`config.mk`:
```
export PLATFORM = sky130hd
export DESIGN_NAME = mf_window_top
export DESIGN_NICKNAME = d
export VERILOG_FILES = /design/src/hw/mf_pkg.sv /design/src/hw/mf_pad_mask.sv /design/src/hw/mf_pos_decode.sv /design/src/hw/mf_window_shift.sv /design/src/hw/mf_window_top.sv
export VERILOG_INCLUDE_DIRS = /design/src /design/src/include
export SDC_FILE = /design/constraint.sdc
export NUM_CORES = 1
export LEC_CHECK = 0
export BUFFER_PORTS_ARGS = -buffer_cell sky130_fd_sc_hd__buf_2
export CORE_UTILIZATION = 45
export CTS_BUF_LIST = sky130_fd_sc_hd__clkbuf_16
export CTS_CLUSTER_SIZE = 28
export DETAILED_ROUTE_END_ITERATION = 8
export PLACE_DENSITY = 0.61
export SLEW_MARGIN = 20
export SYNTH_ARGS = -nofsm -noshare
export SYNTH_HDL_FRONTEND = slang
export SYNTH_SLANG_ARGS = --single-unit
```
`constraint.sdc`:
```
create_clock -name clk -period 2.35 [get_ports clk]
set_input_delay 0.235 -clock clk [delete_from_list [all_inputs] [get_ports clk]]
set_output_delay 0.235 -clock clk [all_outputs]
set_load 0.03 [all_outputs]
```
`src/include/mf_consts.svh`:
```
`ifndef MF_CONSTS_SVH
`define MF_CONSTS_SVH

// window side, odd so that a centre pixel exists
`define MF_WIN 5

// pixel width in bits
`define MF_PIX_W 8

// row and column counter width, covers up to 1023 lines or columns
`define MF_POS_W 10

// default image size
`define MF_ROWS_DEF 480
`define MF_COLS_DEF 640

`endif

```
`src/hw/mf_pkg.sv`:
```
`include "mf_consts.svh"

package mf_pkg;

    typedef logic [`MF_PIX_W-1:0] pixel_t;
    typedef logic [`MF_POS_W-1:0] pos_t;

    // bit k set when window row or column k lies inside the image
    typedef logic [`MF_WIN-1:0] lane_mask_t;

    // one column of the window, px[k] is window row k, px[2] the centre line
    typedef struct packed {
        pixel_t [`MF_WIN-1:0] px;
    } col_slice_t;

    // col[0] is the oldest column, col[4] the newest, col[2] the centre
    typedef struct packed {
        col_slice_t [`MF_WIN-1:0] col;
    } window_t;

    // control word from position decode to the mask stage
    typedef struct packed {
        logic       valid;
        lane_mask_t row_ok;
        lane_mask_t col_ok;
        logic       last;
    } win_ctl_t;

    // warm-up FSM, two slices are absorbed before the first window
    typedef enum logic [1:0] {
        FILL0,
        FILL1,
        RUN
    } fill_state_t;

endpackage

```
`src/hw/mf_pad_mask.sv`:
```
`timescale 1ns/1ps
`include "mf_consts.svh"

module mf_pad_mask (
    input  logic             clk,
    input  logic             rst,
    input  mf_pkg::win_ctl_t ctl_i,
    input  mf_pkg::window_t  win_i,
    output logic             win_valid_o,
    output mf_pkg::window_t  win_o,
    output logic             frame_done_o
);

    mf_pkg::window_t win_masked;

    // a pixel survives only if both its row and its column are inside the image
    always_comb begin
        for (int j = 0; j < `MF_WIN; j++) begin
            for (int i = 0; i < `MF_WIN; i++) begin
                if (ctl_i.row_ok[i] && ctl_i.col_ok[j]) begin
                    win_masked.col[j].px[i] = win_i.col[j].px[i];
                end else begin
                    win_masked.col[j].px[i] = '0;
                end
            end
        end
    end

    always_ff @(posedge clk) begin
        if (rst) begin
            win_valid_o  <= 1'b0;
            frame_done_o <= 1'b0;
        end else begin
            win_valid_o  <= ctl_i.valid;
            frame_done_o <= ctl_i.valid && ctl_i.last;
        end
    end

    // window only loads with a valid control word, holds otherwise
    always_ff @(posedge clk) begin
        if (rst) begin
            win_o <= '0;
        end else if (ctl_i.valid) begin
            win_o <= win_masked;
        end
    end

endmodule

```
`src/hw/mf_pos_decode.sv`:
```
`timescale 1ns/1ps
`include "mf_consts.svh"

module mf_pos_decode #(
    parameter int ROWS = `MF_ROWS_DEF,
    parameter int COLS = `MF_COLS_DEF
) (
    input  logic             clk,
    input  logic             rst,
    input  logic             col_valid_i,
    output mf_pkg::win_ctl_t ctl_o
);

    localparam int HALF = `MF_WIN / 2;

    mf_pkg::fill_state_t state;
    mf_pkg::pos_t        row;
    mf_pkg::pos_t        col;
    mf_pkg::lane_mask_t  row_ok;
    mf_pkg::lane_mask_t  col_ok;
    logic                last_pix;
    logic                col_wrap;

    // the window needs at least a full 5x5 image to have sane borders
    if (ROWS < `MF_WIN || COLS < `MF_WIN) begin : g_size_check
        $error("mf_pos_decode: image must be at least %0d x %0d", `MF_WIN, `MF_WIN);
    end

    // lanes below the centre need distance to the low edge,
    // lanes above it need distance to the high edge
    function automatic mf_pkg::lane_mask_t edge_mask(
        input mf_pkg::pos_t pos,
        input mf_pkg::pos_t last_pos
    );
        mf_pkg::pos_t       to_end;
        mf_pkg::lane_mask_t m;
        to_end = last_pos - pos;
        for (int k = 0; k < `MF_WIN; k++) begin
            if (k < HALF) begin
                m[k] = (pos >= mf_pkg::pos_t'(HALF - k));
            end else begin
                m[k] = (to_end >= mf_pkg::pos_t'(k - HALF));
            end
        end
        return m;
    endfunction

    always_comb begin
        row_ok   = edge_mask(row, mf_pkg::pos_t'(ROWS - 1));
        col_ok   = edge_mask(col, mf_pkg::pos_t'(COLS - 1));
        col_wrap = (col == mf_pkg::pos_t'(COLS - 1));
        last_pix = col_wrap && (row == mf_pkg::pos_t'(ROWS - 1));
    end

    always_ff @(posedge clk) begin
        if (rst) begin
            state <= mf_pkg::FILL0;
            row   <= '0;
            col   <= '0;
            ctl_o <= '0;
        end else begin
            // strobes only last one cycle
            ctl_o.valid <= 1'b0;
            ctl_o.last  <= 1'b0;
            if (col_valid_i) begin
                unique case (state)
                    mf_pkg::FILL0: state <= mf_pkg::FILL1;
                    mf_pkg::FILL1: state <= mf_pkg::RUN;
                    default: begin
                        ctl_o.valid  <= 1'b1;
                        ctl_o.row_ok <= row_ok;
                        ctl_o.col_ok <= col_ok;
                        ctl_o.last   <= last_pix;
                        if (col_wrap) begin
                            col <= '0;
                            if (last_pix) begin
                                // frame complete, next slice starts warm-up again
                                row   <= '0;
                                state <= mf_pkg::FILL0;
                            end else begin
                                row <= row + 1'b1;
                            end
                        end else begin
                            col <= col + 1'b1;
                        end
                    end
                endcase
            end
        end
    end

endmodule

```
`src/hw/mf_window_shift.sv`:
```
`timescale 1ns/1ps
`include "mf_consts.svh"

module mf_window_shift (
    input  logic               clk,
    input  logic               rst,
    input  logic               col_valid_i,
    input  mf_pkg::col_slice_t col_i,
    output mf_pkg::window_t    win_o
);

    localparam int NEWEST = `MF_WIN - 1;

    mf_pkg::window_t win_q;

    // columns move one place towards col[0] per accepted slice,
    // the incoming slice always lands in the newest column
    always_ff @(posedge clk) begin
        if (rst) begin
            win_q <= '0;
        end else if (col_valid_i) begin
            for (int k = 0; k < NEWEST; k++) begin
                win_q.col[k] <= win_q.col[k+1];
            end
            win_q.col[NEWEST] <= col_i;
        end
    end

    // columns past a line end keep stale data here,
    // the mask stage zeroes them
    assign win_o = win_q;

endmodule

```
`src/hw/mf_window_top.sv`:
```
`timescale 1ns/1ps
`include "mf_consts.svh"

module mf_window_top #(
    parameter int ROWS = `MF_ROWS_DEF,
    parameter int COLS = `MF_COLS_DEF
) (
    input  logic               clk,
    input  logic               rst,
    input  logic               col_valid_i,
    input  mf_pkg::col_slice_t col_i,
    output logic               win_valid_o,
    output mf_pkg::window_t    win_o,
    output logic               frame_done_o
);

    mf_pkg::window_t  win_raw;
    mf_pkg::win_ctl_t win_ctl;

    // decode and shift update on the same accepting edge,
    // so win_raw and win_ctl always describe one window
    mf_pos_decode #(
        .ROWS (ROWS),
        .COLS (COLS)
    ) u_mf_pos_decode (
        .clk         (clk),
        .rst         (rst),
        .col_valid_i (col_valid_i),
        .ctl_o       (win_ctl)
    );

    mf_window_shift u_mf_window_shift (
        .clk         (clk),
        .rst         (rst),
        .col_valid_i (col_valid_i),
        .col_i       (col_i),
        .win_o       (win_raw)
    );

    mf_pad_mask u_mf_pad_mask (
        .clk          (clk),
        .rst          (rst),
        .ctl_i        (win_ctl),
        .win_i        (win_raw),
        .win_valid_o  (win_valid_o),
        .win_o        (win_o),
        .frame_done_o (frame_done_o)
    );

endmodule

```
== Word level (Yosys, flattened, before mapping) ==
Index checks and enable logic that the tools add are counted.

* Output and inout bits: 202
* Input bits: 43
* Flip-flop bits (word level): 436
* Logic and storage cells: 145

* Equal/unequal tests: 3
* Order comparisons: 10
* Multiplexer cells: 31
* Reductions and logical operators: 36
* Add/subtract/negate cells: 4
* Bitwise operators: 2

{| class="wikitable"
|+ Operators by type and width
! operator !! number
|-
| 8-bit two-way mux || 25
|-
| 10-bit by 1-bit greater-or-equal comparator with 1-bit output (second input constant) || 6
|-
| 10-bit by 2-bit greater-or-equal comparator with 1-bit output (second input constant) || 4
|-
| 1-bit logical AND || 27
|-
| 10-bit by 1-bit adder with 10-bit output (second input constant) || 2
|-
| 10-bit two-way mux || 2
|-
| 12-bit two-way mux || 1
|-
| 10-bit == test (second input constant) || 1
|-
| 10-bit by 9-bit == test with 1-bit output (second input constant) || 1
|-
| 10-bit subtractor (first input constant) || 1
|-
| 9-bit by 10-bit subtractor with 10-bit output (first input constant) || 1
|-
| 3-bit AND reduction || 2
|-
| 3-bit nonzero test || 2
|-
| 2-bit two-way mux || 2
|-
| 2-bit one-hot mux with 2 select lines || 1
|-
| 2-bit OR reduction || 2
|-
| 4-bit OR reduction || 1
|-
| 2-bit by 1-bit == test with 1-bit output (second input constant) || 1
|-
| 2-bit logical NOT || 1
|-
| 1-bit NOT || 2
|-
| 2-bit AND reduction || 1
|}

== Longest topological paths before layout ==
Gate-level depths: netlist of run 1.

* Word-level depth: 5
* Depth in mapped cells: 8
* Gate-level depth less buffers: 6

== By module ==
A second synthesis of run 1 with hierarchy kept.

* Cell total of the unflattened synthesis: 1749
* Area, all modules: 17036.3 µm²

{| class="wikitable"
|+ Modules (own cells, without submodules)
! module !! area each (µm²) !! times used !! sequential area each (µm²) !! cells each
|-
| mf_pad_mask || 8131.5 || 1 || 4043.9 || 910
|-
| mf_window_shift || 7191.9 || 1 || 4003.8 || 644
|-
| mf_pos_decode || 1712.9 || 1 || 660.6 || 195
|}

== Least setup slack after synthesis of run 1 ==
OpenSTA, ideal clock, no wires.

* Path kind: reg-to-reg
* From: register u_mf_pos_decode.col[7]
* To: register u_mf_pos_decode.row[1]
* Arrival: 1498 ps
* Data required time: 2222 ps
* Buffers on the path: 2
* Slack: 724 ps
* Library setup time: 128 ps
* Clock period less this slack: 1626 ps
* Cell stages (with the launch flop): 9
* Path through: dfxtp_1 -> inv_1 -> ha_1 -> and3_2 -> nand4_4 -> buf_6 -> buf_2 -> mux2i_1 -> nor2_1

* Cells in the longest elaborated chain, start to end: 3
* Elaborated cells between the ends (all ways): 4
* Those cells by class: 1 x eq/ne; 1 x mux; 2 x reduce/logical

{| class="wikitable"
|+ RTL lines
! item !! line !! source
|-
| from (decl) || mf_pos_decode.sv:18 || <nowiki>mf_pkg::pos_t col;</nowiki>
|-
| from (signal assigned) || mf_pos_decode.sv:84 || <nowiki>col <= col + 1'b1;</nowiki>
|-
| 10-bit == test * || mf_pos_decode.sv:51 || <nowiki>col_wrap = (col == mf_pkg::pos_t'(COLS - 1));</nowiki>
|-
| 1-bit logical AND || mf_pos_decode.sv:52 || <nowiki>last_pix = col_wrap && (row == mf_pkg::pos_t'(ROWS - 1));</nowiki>
|-
| 10-bit two-way mux || mf_pos_decode.sv:76 || <nowiki>if (last_pix) begin</nowiki>
|-
| to (signal assigned) || mf_pos_decode.sv:81 || <nowiki>row <= row + 1'b1;</nowiki>
|-
| to (decl) || mf_pos_decode.sv:17 || <nowiki>mf_pkg::pos_t row;</nowiki>
|}

Mark *: on every way between the ends. The rest lies on a longest branch, timed or not.
A chain may end at the register's enable or synchronous reset.

== Worst setup path after layout of run 1 ==
* From: register u_mf_pos_decode.col[7]
* To: register u_mf_pos_decode.row[9]

The elaborated chain is that of the path after synthesis.

==> results.md, run 1 <==
- Result of the run: finished with violations
- Failing checks: DRC
- WL per Instance: 18.0 um
- Worst-Skew Late Latency: 0.56 ns
- Dpl cells: 2342
- Initial antenna violation count: 0
- Final Util: 55.3%
- Worst slew pin tran: 0.787 ns
- Max Clock Freq: 511 MHz
- Pre-CTS WS: 0.424 ns
- Tmin final: 1.96 ns
- Crit. Startpoint: u_mf_pos_decode.col[7]$_SDFFE_PP0P_
- Endpoints failing hold: 0
- Critical Path AT: 2.44 ns
- Vias per cell: 5.24
- IO Pins: 245
- Comb pwr share: 4.1%
- Largest net degree at the start of global routing: 120
- Number of synthesized flops with an enable pin: 0
- Post-place instance area: 18000 um2
- Syn Inst Count: 1758
- Skew final: 0.0217 ns
- GPL Wtd Cong: 0.825
- Setup crit end kind: register
- Residual DRC: 17
- 1st-iter DRT viols: 905
- I/O Buffers: 244
- Simple-gate area share of the yosys netlist: 22.1%
- Final wirelength: 44400 um
- Final period util: 83.3%
- Leakage Power: 8.23 nW
- Pint: 11.6 mW
- FP Rows: 69
- Max_cap viols: 0
- Post-synthesis compound-gate area fraction: 7.08%
- First-pass GRT wire length: 68800 um
- RSZ-0062 raised after global routing: false
- CP Max Fanout: 21
- Final ANT Viol Nets: 0
- Post-synthesis xor/xnor area fraction: 0.637%
- GRT overflow: 0
- Layout area overhead: 20.2%
- Hold crit path type: in2reg
- Commonest non-fill, non-tap cell in the layout: dfxtp_1
- Total core area: 35800 um2
- Share of flip-flops with an asynchronous set or reset: 0%
- Final design area excluding fillers: 19800 um2
- Sequential power share: 50.6%
- Post-CTS Setup Inserts: 0
- End point of the critical path: u_mf_pos_decode.row[9]$_SDFFE_PP0P_
- Num CTS Buffers: 46
- Reg2reg setup slack: 0.39 ns
- Synthesized area per cell: 9.38 um2
- Vias in the first global route: 12000
- Main combinational cell family by area after synthesis: simple AND/OR/NAND/NOR gates
- Synth unique cells: 43
- First-pass DRT Iterations: 9
- CTS clk-pin slew, worst paths: 0.06 ns
- Hold-fix buffers, CTS: 40
- Post_cts resized: 0
- Net count, final: 2026
- Clk sinks: 435
- Post-synthesis mux area share: 12.2%
- WP data required: 2.84 ns
- Worst r2r src: u_mf_pos_decode.col[7]$_SDFFE_PP0P_
- CTS tree: yes
- Antenna diode count: 0
- Post-synthesis adder-cell area fraction: 1.06%
- Clock tree root buffer cell: clkbuf_16
- RR Endpoint: u_mf_pos_decode.row[9]$_SDFFE_PP0P_
- Maximum vdd drop: 0.000509 V
- Most frequent cells in the layout: 434 x dfxtp_1, 242 x buf_2, 227 x nor2_1, 211 x nand3_1, 211 x a21oi_1
- Initial Util: 46.0%
- Synth warnings: 0
- Critical path class: reg2reg
- Worst R2R Path Depth: 6
- Sw frac: 22.4%
- Die W: 193 um
- Routed vias: 12900
- Layout cells sized above 1: 16.6%
- Die Height: 193 um
- Slew Limit Fails: 0
- Top_reg_cell synth: dfxtp_1
- Final worst slack: 0.393 ns
- Clock Tree Buf Depth: 3
- Startpoint types: register
- Sequential fraction of the synthesis area: 52.8%
- Sw Pwr: 3.35 mW
- Die area: 37400 um2
- Yosys reg bits: 435
- Worst slew margin: 47.5%
- Overall routing resource usage: 23.1%
- CTS H-tree lvls: 2
- Final setup violation count: 0
- PD cells: 755 nW/um2
- DP Wirelength: 30500 um
- Non-filler cells, final: 2463
- Setup TNS: 0 ns
- Clock power share: 45.3%
- Synthesized area: 16500 um2
- Net Count, Synth: 1815
## cell usage after synthesis, types with 8 or more instances
cell type    n  area, um2
clkbuf_1    92        345
a21oi_1    211       1060
nor2_1     227        852
mux2i_1    201       2010
nand3_1    211       1060
nand2b_1   202       1260
ha_1        14        175
and2_1      25        156
o21ai_0      8       40.0
buf_2       43        215
inv_1       12       45.0
dfxtp_1    435       8710
## layout make-up
type	count	area, um2
Sequential cell	435	8710
Clock buffer	46	1150
Inverter	12	45.0
Multi-Input combinational cell	1167	7110
Fill cell	3209	16000
Clock inverter	35	248
Tap cell	461	577
Timing Repair Buffer	307	1990
## layer usage
layer | global-route usage [%] | wire, um | vias up
li1 | - | - | 6380
met5 | 0 | 0 | -
met2 | 34.5 | 19100 | 366
met1 | 33.9 | 21800 | 6101
met4 | 6.07 | 800 | 0
met3 | 4.55 | 2630 | 50
## power groups by stage
stage	clock, mW	sequential (mW)	combinational (mW)
4_1_cts	6.94	7.57	0.616
2_1_floorplan	0	7.68	0.423
6_report	6.77	7.58	0.613
5_1_grt	7.23	7.58	0.665
3_3_place_gp	0	7.74	0.554
3_5_place_dp	0	7.74	0.561
## per-stage QoR
stage | total power [mW] | hold WS [ns]
floorplan | 8.11 | 0.382
global placement | 8.29 | 0.410
detailed placement | 8.30 | 0.414
CTS | 15.1 | 0.0415
global route | 15.5 | 0.0512
finish | 15.0 | 0.0657
## cell families after synthesis
family	count (synthesis)
adder cells (fa/ha/maj)	14
multiplexers	201
buffers and inverters	156
AO/OA/AOI/OAI	227
XOR/XNOR	12
flip-flops	435
AND/OR/NAND/NOR	713
## sequential cells by signal, indices dropped and copies added, names as in the netlist
signal and cells:
u_mf_pos_decode.col 10, u_mf_pos_decode.ctl_o 11, u_mf_window_shift.win_o 200, u_mf_pos_decode.state 2, u_mf_pad_mask.win_valid_o 1, u_mf_pad_mask.win_o 200
u_mf_pos_decode.row 10, u_mf_pad_mask.frame_done_o 1
## critical path: stages, from the launching register on
cell and delay, ns:
dfxtp_1 0.35, inv_1 0.10, ha_1 0.19, and3_2 0.23, nand4_4 0.28, or4_4 0.61
a21oi_2 0.14
## worst min path at each step
stage | startpoint | endpoint | slack [ns] | cells past startpoint
after CTS | col_valid_i | u_mf_pos_decode.state[1]$_SDFFE_PP0P_ | 0.04 | 3
final | col_valid_i | u_mf_pos_decode.state[1]$_SDFFE_PP0P_ | 0.07 | 3
after floorplan | col_i[0] | u_mf_window_shift.win_o[160]$_SDFFE_PP0P_ | 0.38 | 2
after global routing | col_valid_i | u_mf_pos_decode.state[1]$_SDFFE_PP0P_ | 0.05 | 3
after global placement | u_mf_pos_decode.ctl_o[0]$_SDFF_PP0_ | u_mf_pad_mask.frame_done_o$_SDFF_PP0_ | 0.41 | 1
after detailed placement | u_mf_pos_decode.ctl_o[0]$_SDFF_PP0_ | u_mf_pad_mask.frame_done_o$_SDFF_PP0_ | 0.41 | 1
Power figures use the tool's default switching activity.
==> run 2, diff against run 1 <==
==> constraint.sdc (replaced) <==
create_clock -name clk -period 2 [get_ports clk]
set_input_delay 0.2 -clock clk [delete_from_list [all_inputs] [get_ports clk]]
set_output_delay 0.2 -clock clk [all_outputs]
set_load 0.03 [all_outputs]
==> results.md, run 2 (synthesized netlist as in run 1, its figures left out) <==
- Setup TNS: 0 ns
- Worst slew margin: 59.4%
- Endpoints failing hold: 0
- Slew Limit Fails: 0
- Total core area: 35800 um2
- Die area: 37400 um2
- DP Wirelength: 30600 um
- Final setup violation count: 0
- Comb pwr share: 4.2%
- Final period util: 92.3%
- FP Rows: 69
- Top delay family on crit path: simple AND/OR/NAND/NOR gates
- Commonest non-fill, non-tap cell in the layout: dfxtp_1
- Skew final: 0.0188 ns
- Final Util: 55.3%
- Final ANT Viol Nets: 0
- Maximum vdd drop: 0.000521 V
- Failing checks: DRC
- Initial Util: 46.0%
- Fillers: 3264
- Slowest cell on the critical path: or3_1
- Die Height: 193 um
- Largest net degree at the start of global routing: 106
- Setup crit end kind: register
- Routed vias: 12900
- WP data required: 2.47 ns
- Tmin final: 1.85 ns
- IO Pins: 245
- Residual DRC: 17
- Num CTS Buffers: 45
- CP Max Fanout: 14
- Net count, final: 2030
- 1st-iter DRT viols: 798
- Sw frac: 22.4%
- PD cells: 874 nW/um2
- Initial antenna violation count: 0
- RSZ-0062 raised after global routing: false
- Area occupied by registers: 8710 um2
- Clock power share: 44.4%
- Result of the run: finished with violations
- Final wirelength: 44400 um
- Most frequent cells in the layout: 434 x dfxtp_1, 242 x buf_2, 227 x nor2_1, 211 x nand3_1, 211 x a21oi_1
- Clock tree root buffer cell: clkbuf_16
- CTS clk-pin slew, worst paths: 0.06 ns
- Sequential power share: 51.4%
- Antenna diode count: 0
- Max Clock Freq: 541 MHz
- WL per Instance: 18.0 um
- Largest regs: u_mf_pad_mask.win_o x200, u_mf_window_shift.win_o x200, u_mf_pos_decode.ctl_o x11
- Clk sinks: 435
- Layout cells sized above 1: 16.8%
- Max stage delay on crit path: 0.35 ns
- I/O Buffers: 244
- Clock Tree Buf Depth: 3
- CTS H-tree lvls: 2
- Pint: 13.4 mW
- Pre-CTS WS: 0.173 ns
- Cells along the critical path: inv_1 > ha_1 > and3_2 > nand4_4 > buf_4 > or3_1 > a21oi_1
- Overall routing resource usage: 23.2%
- Startpoint types: register
- Critical path class: reg2reg
- GPL Wtd Cong: 0.807
- GRT overflow: 0
- Area of the multi-input gates: 7110 um2
- Worst slew pin tran: 0.608 ns
- Layout area overhead: 20.2%
- First-pass GRT wire length: 68900 um
- Leakage Power: 8.23 nW
- Hold crit path type: in2reg
- Non-filler cells, final: 2469
- Worst-Skew Late Latency: 0.55 ns
- Critical Path AT: 2.32 ns
- CP bufs+invs: 2
- Sw Pwr: 3.87 mW
- Vias per cell: 5.21
- Vias in the first global route: 11900
- Die W: 193 um
- First-pass DRT Iterations: 7
- Max_cap viols: 0
- Dpl cells: 2347
- CTS tree: yes
- Final worst slack: 0.153 ns
## run 2: cell types whose count changed in the layout (fill, tap and decap cells not counted), moves of 2 or more
cell	before	now
clkinv_1	9	13
clkinv_2	1	5
buf_4	9	14
bufinv_16	3	1
clkinv_4	2	0
inv_1	28	26
## run 2: layout make-up
type	count	share of cell area, %
clock inverter	35	0.871
clock buffer	47	5.94
sequential	435	44.0
timing repair buffer	312	10.2
tap	461	2.91
inverter	12	0.227
multi-input combinational	1167	35.9
## run 2: path summary, 6_finish.rpt
| kind | startpoint | endpoint | slack, ns | cells after the start |
|---|---|---|---|---|
| setup / recovery | u_mf_pos_decode.col[7]$_SDFFE_PP0P_ | u_mf_pos_decode.row[5]$_SDFFE_PP0P_ | 0.15 | 7 |
| hold reg to reg | u_mf_pos_decode.ctl_o[0]$_SDFF_PP0_ | u_mf_pad_mask.frame_done_o$_SDFF_PP0_ | 0.43 | 1 |
| hold / removal | rst | u_mf_pos_decode.col[5]$_SDFFE_PP0P_ | 0.09 | 2 |
| setup reg to reg | u_mf_pos_decode.col[7]$_SDFFE_PP0P_ | u_mf_pos_decode.row[5]$_SDFFE_PP0P_ | 0.15 | 7 |
## run 2: routing by layer
| metal | share of wire [%] | track usage [%] | wire (um) |
|---|---|---|---|
| met5 | 0.20 | 1.66 | 90 |
| met1 | 49 | 34.1 | 21900 |
| met3 | 5.8 | 4.69 | 2570 |
| met4 | 2.2 | 6.96 | 992 |
| met2 | 43 | 33.9 | 18900 |
## run 2: power groups by stage
stage | Sequential (mW) | Clock, mW | Combinational [mW]
2_1_floorplan | 9.03 | 0 | 0.497
3_3_place_gp | 9.09 | 0 | 0.657
3_5_place_dp | 9.09 | 0 | 0.665
4_1_cts | 8.90 | 7.90 | 0.729
5_1_grt | 8.91 | 8.24 | 0.788
6_report | 8.90 | 7.69 | 0.726
## run 2: what timing repair did
item                                   CTS  global route
gates resized for setup                  0             0
buffers inserted                         0             0
endpoints found under the hold margin   40             0
hold buffers                            40             0
## run 2: worst reg2reg max path, stage by stage, from the launching register on
cell and delay [ns]:
dfxtp_1 0.34, inv_1 0.10, ha_1 0.19, and3_2 0.23, nand4_4 0.16, buf_4 0.23
or3_1 0.35, a21oi_1 0.17
## run 2: per-stage QoR
step | hold slack, ns | total power, mW | instance area, um2
5_1_grt | 0.0966 | 17.9 | 19800
3_5_place_dp | 0.418 | 9.76 | 18100
3_3_place_gp | 0.411 | 9.75 | 18100
4_1_cts | 0.0735 | 17.5 | 19800
6_report | 0.0902 | 17.3 | 19800
2_1_floorplan | 0.347 | 9.53 | 16500
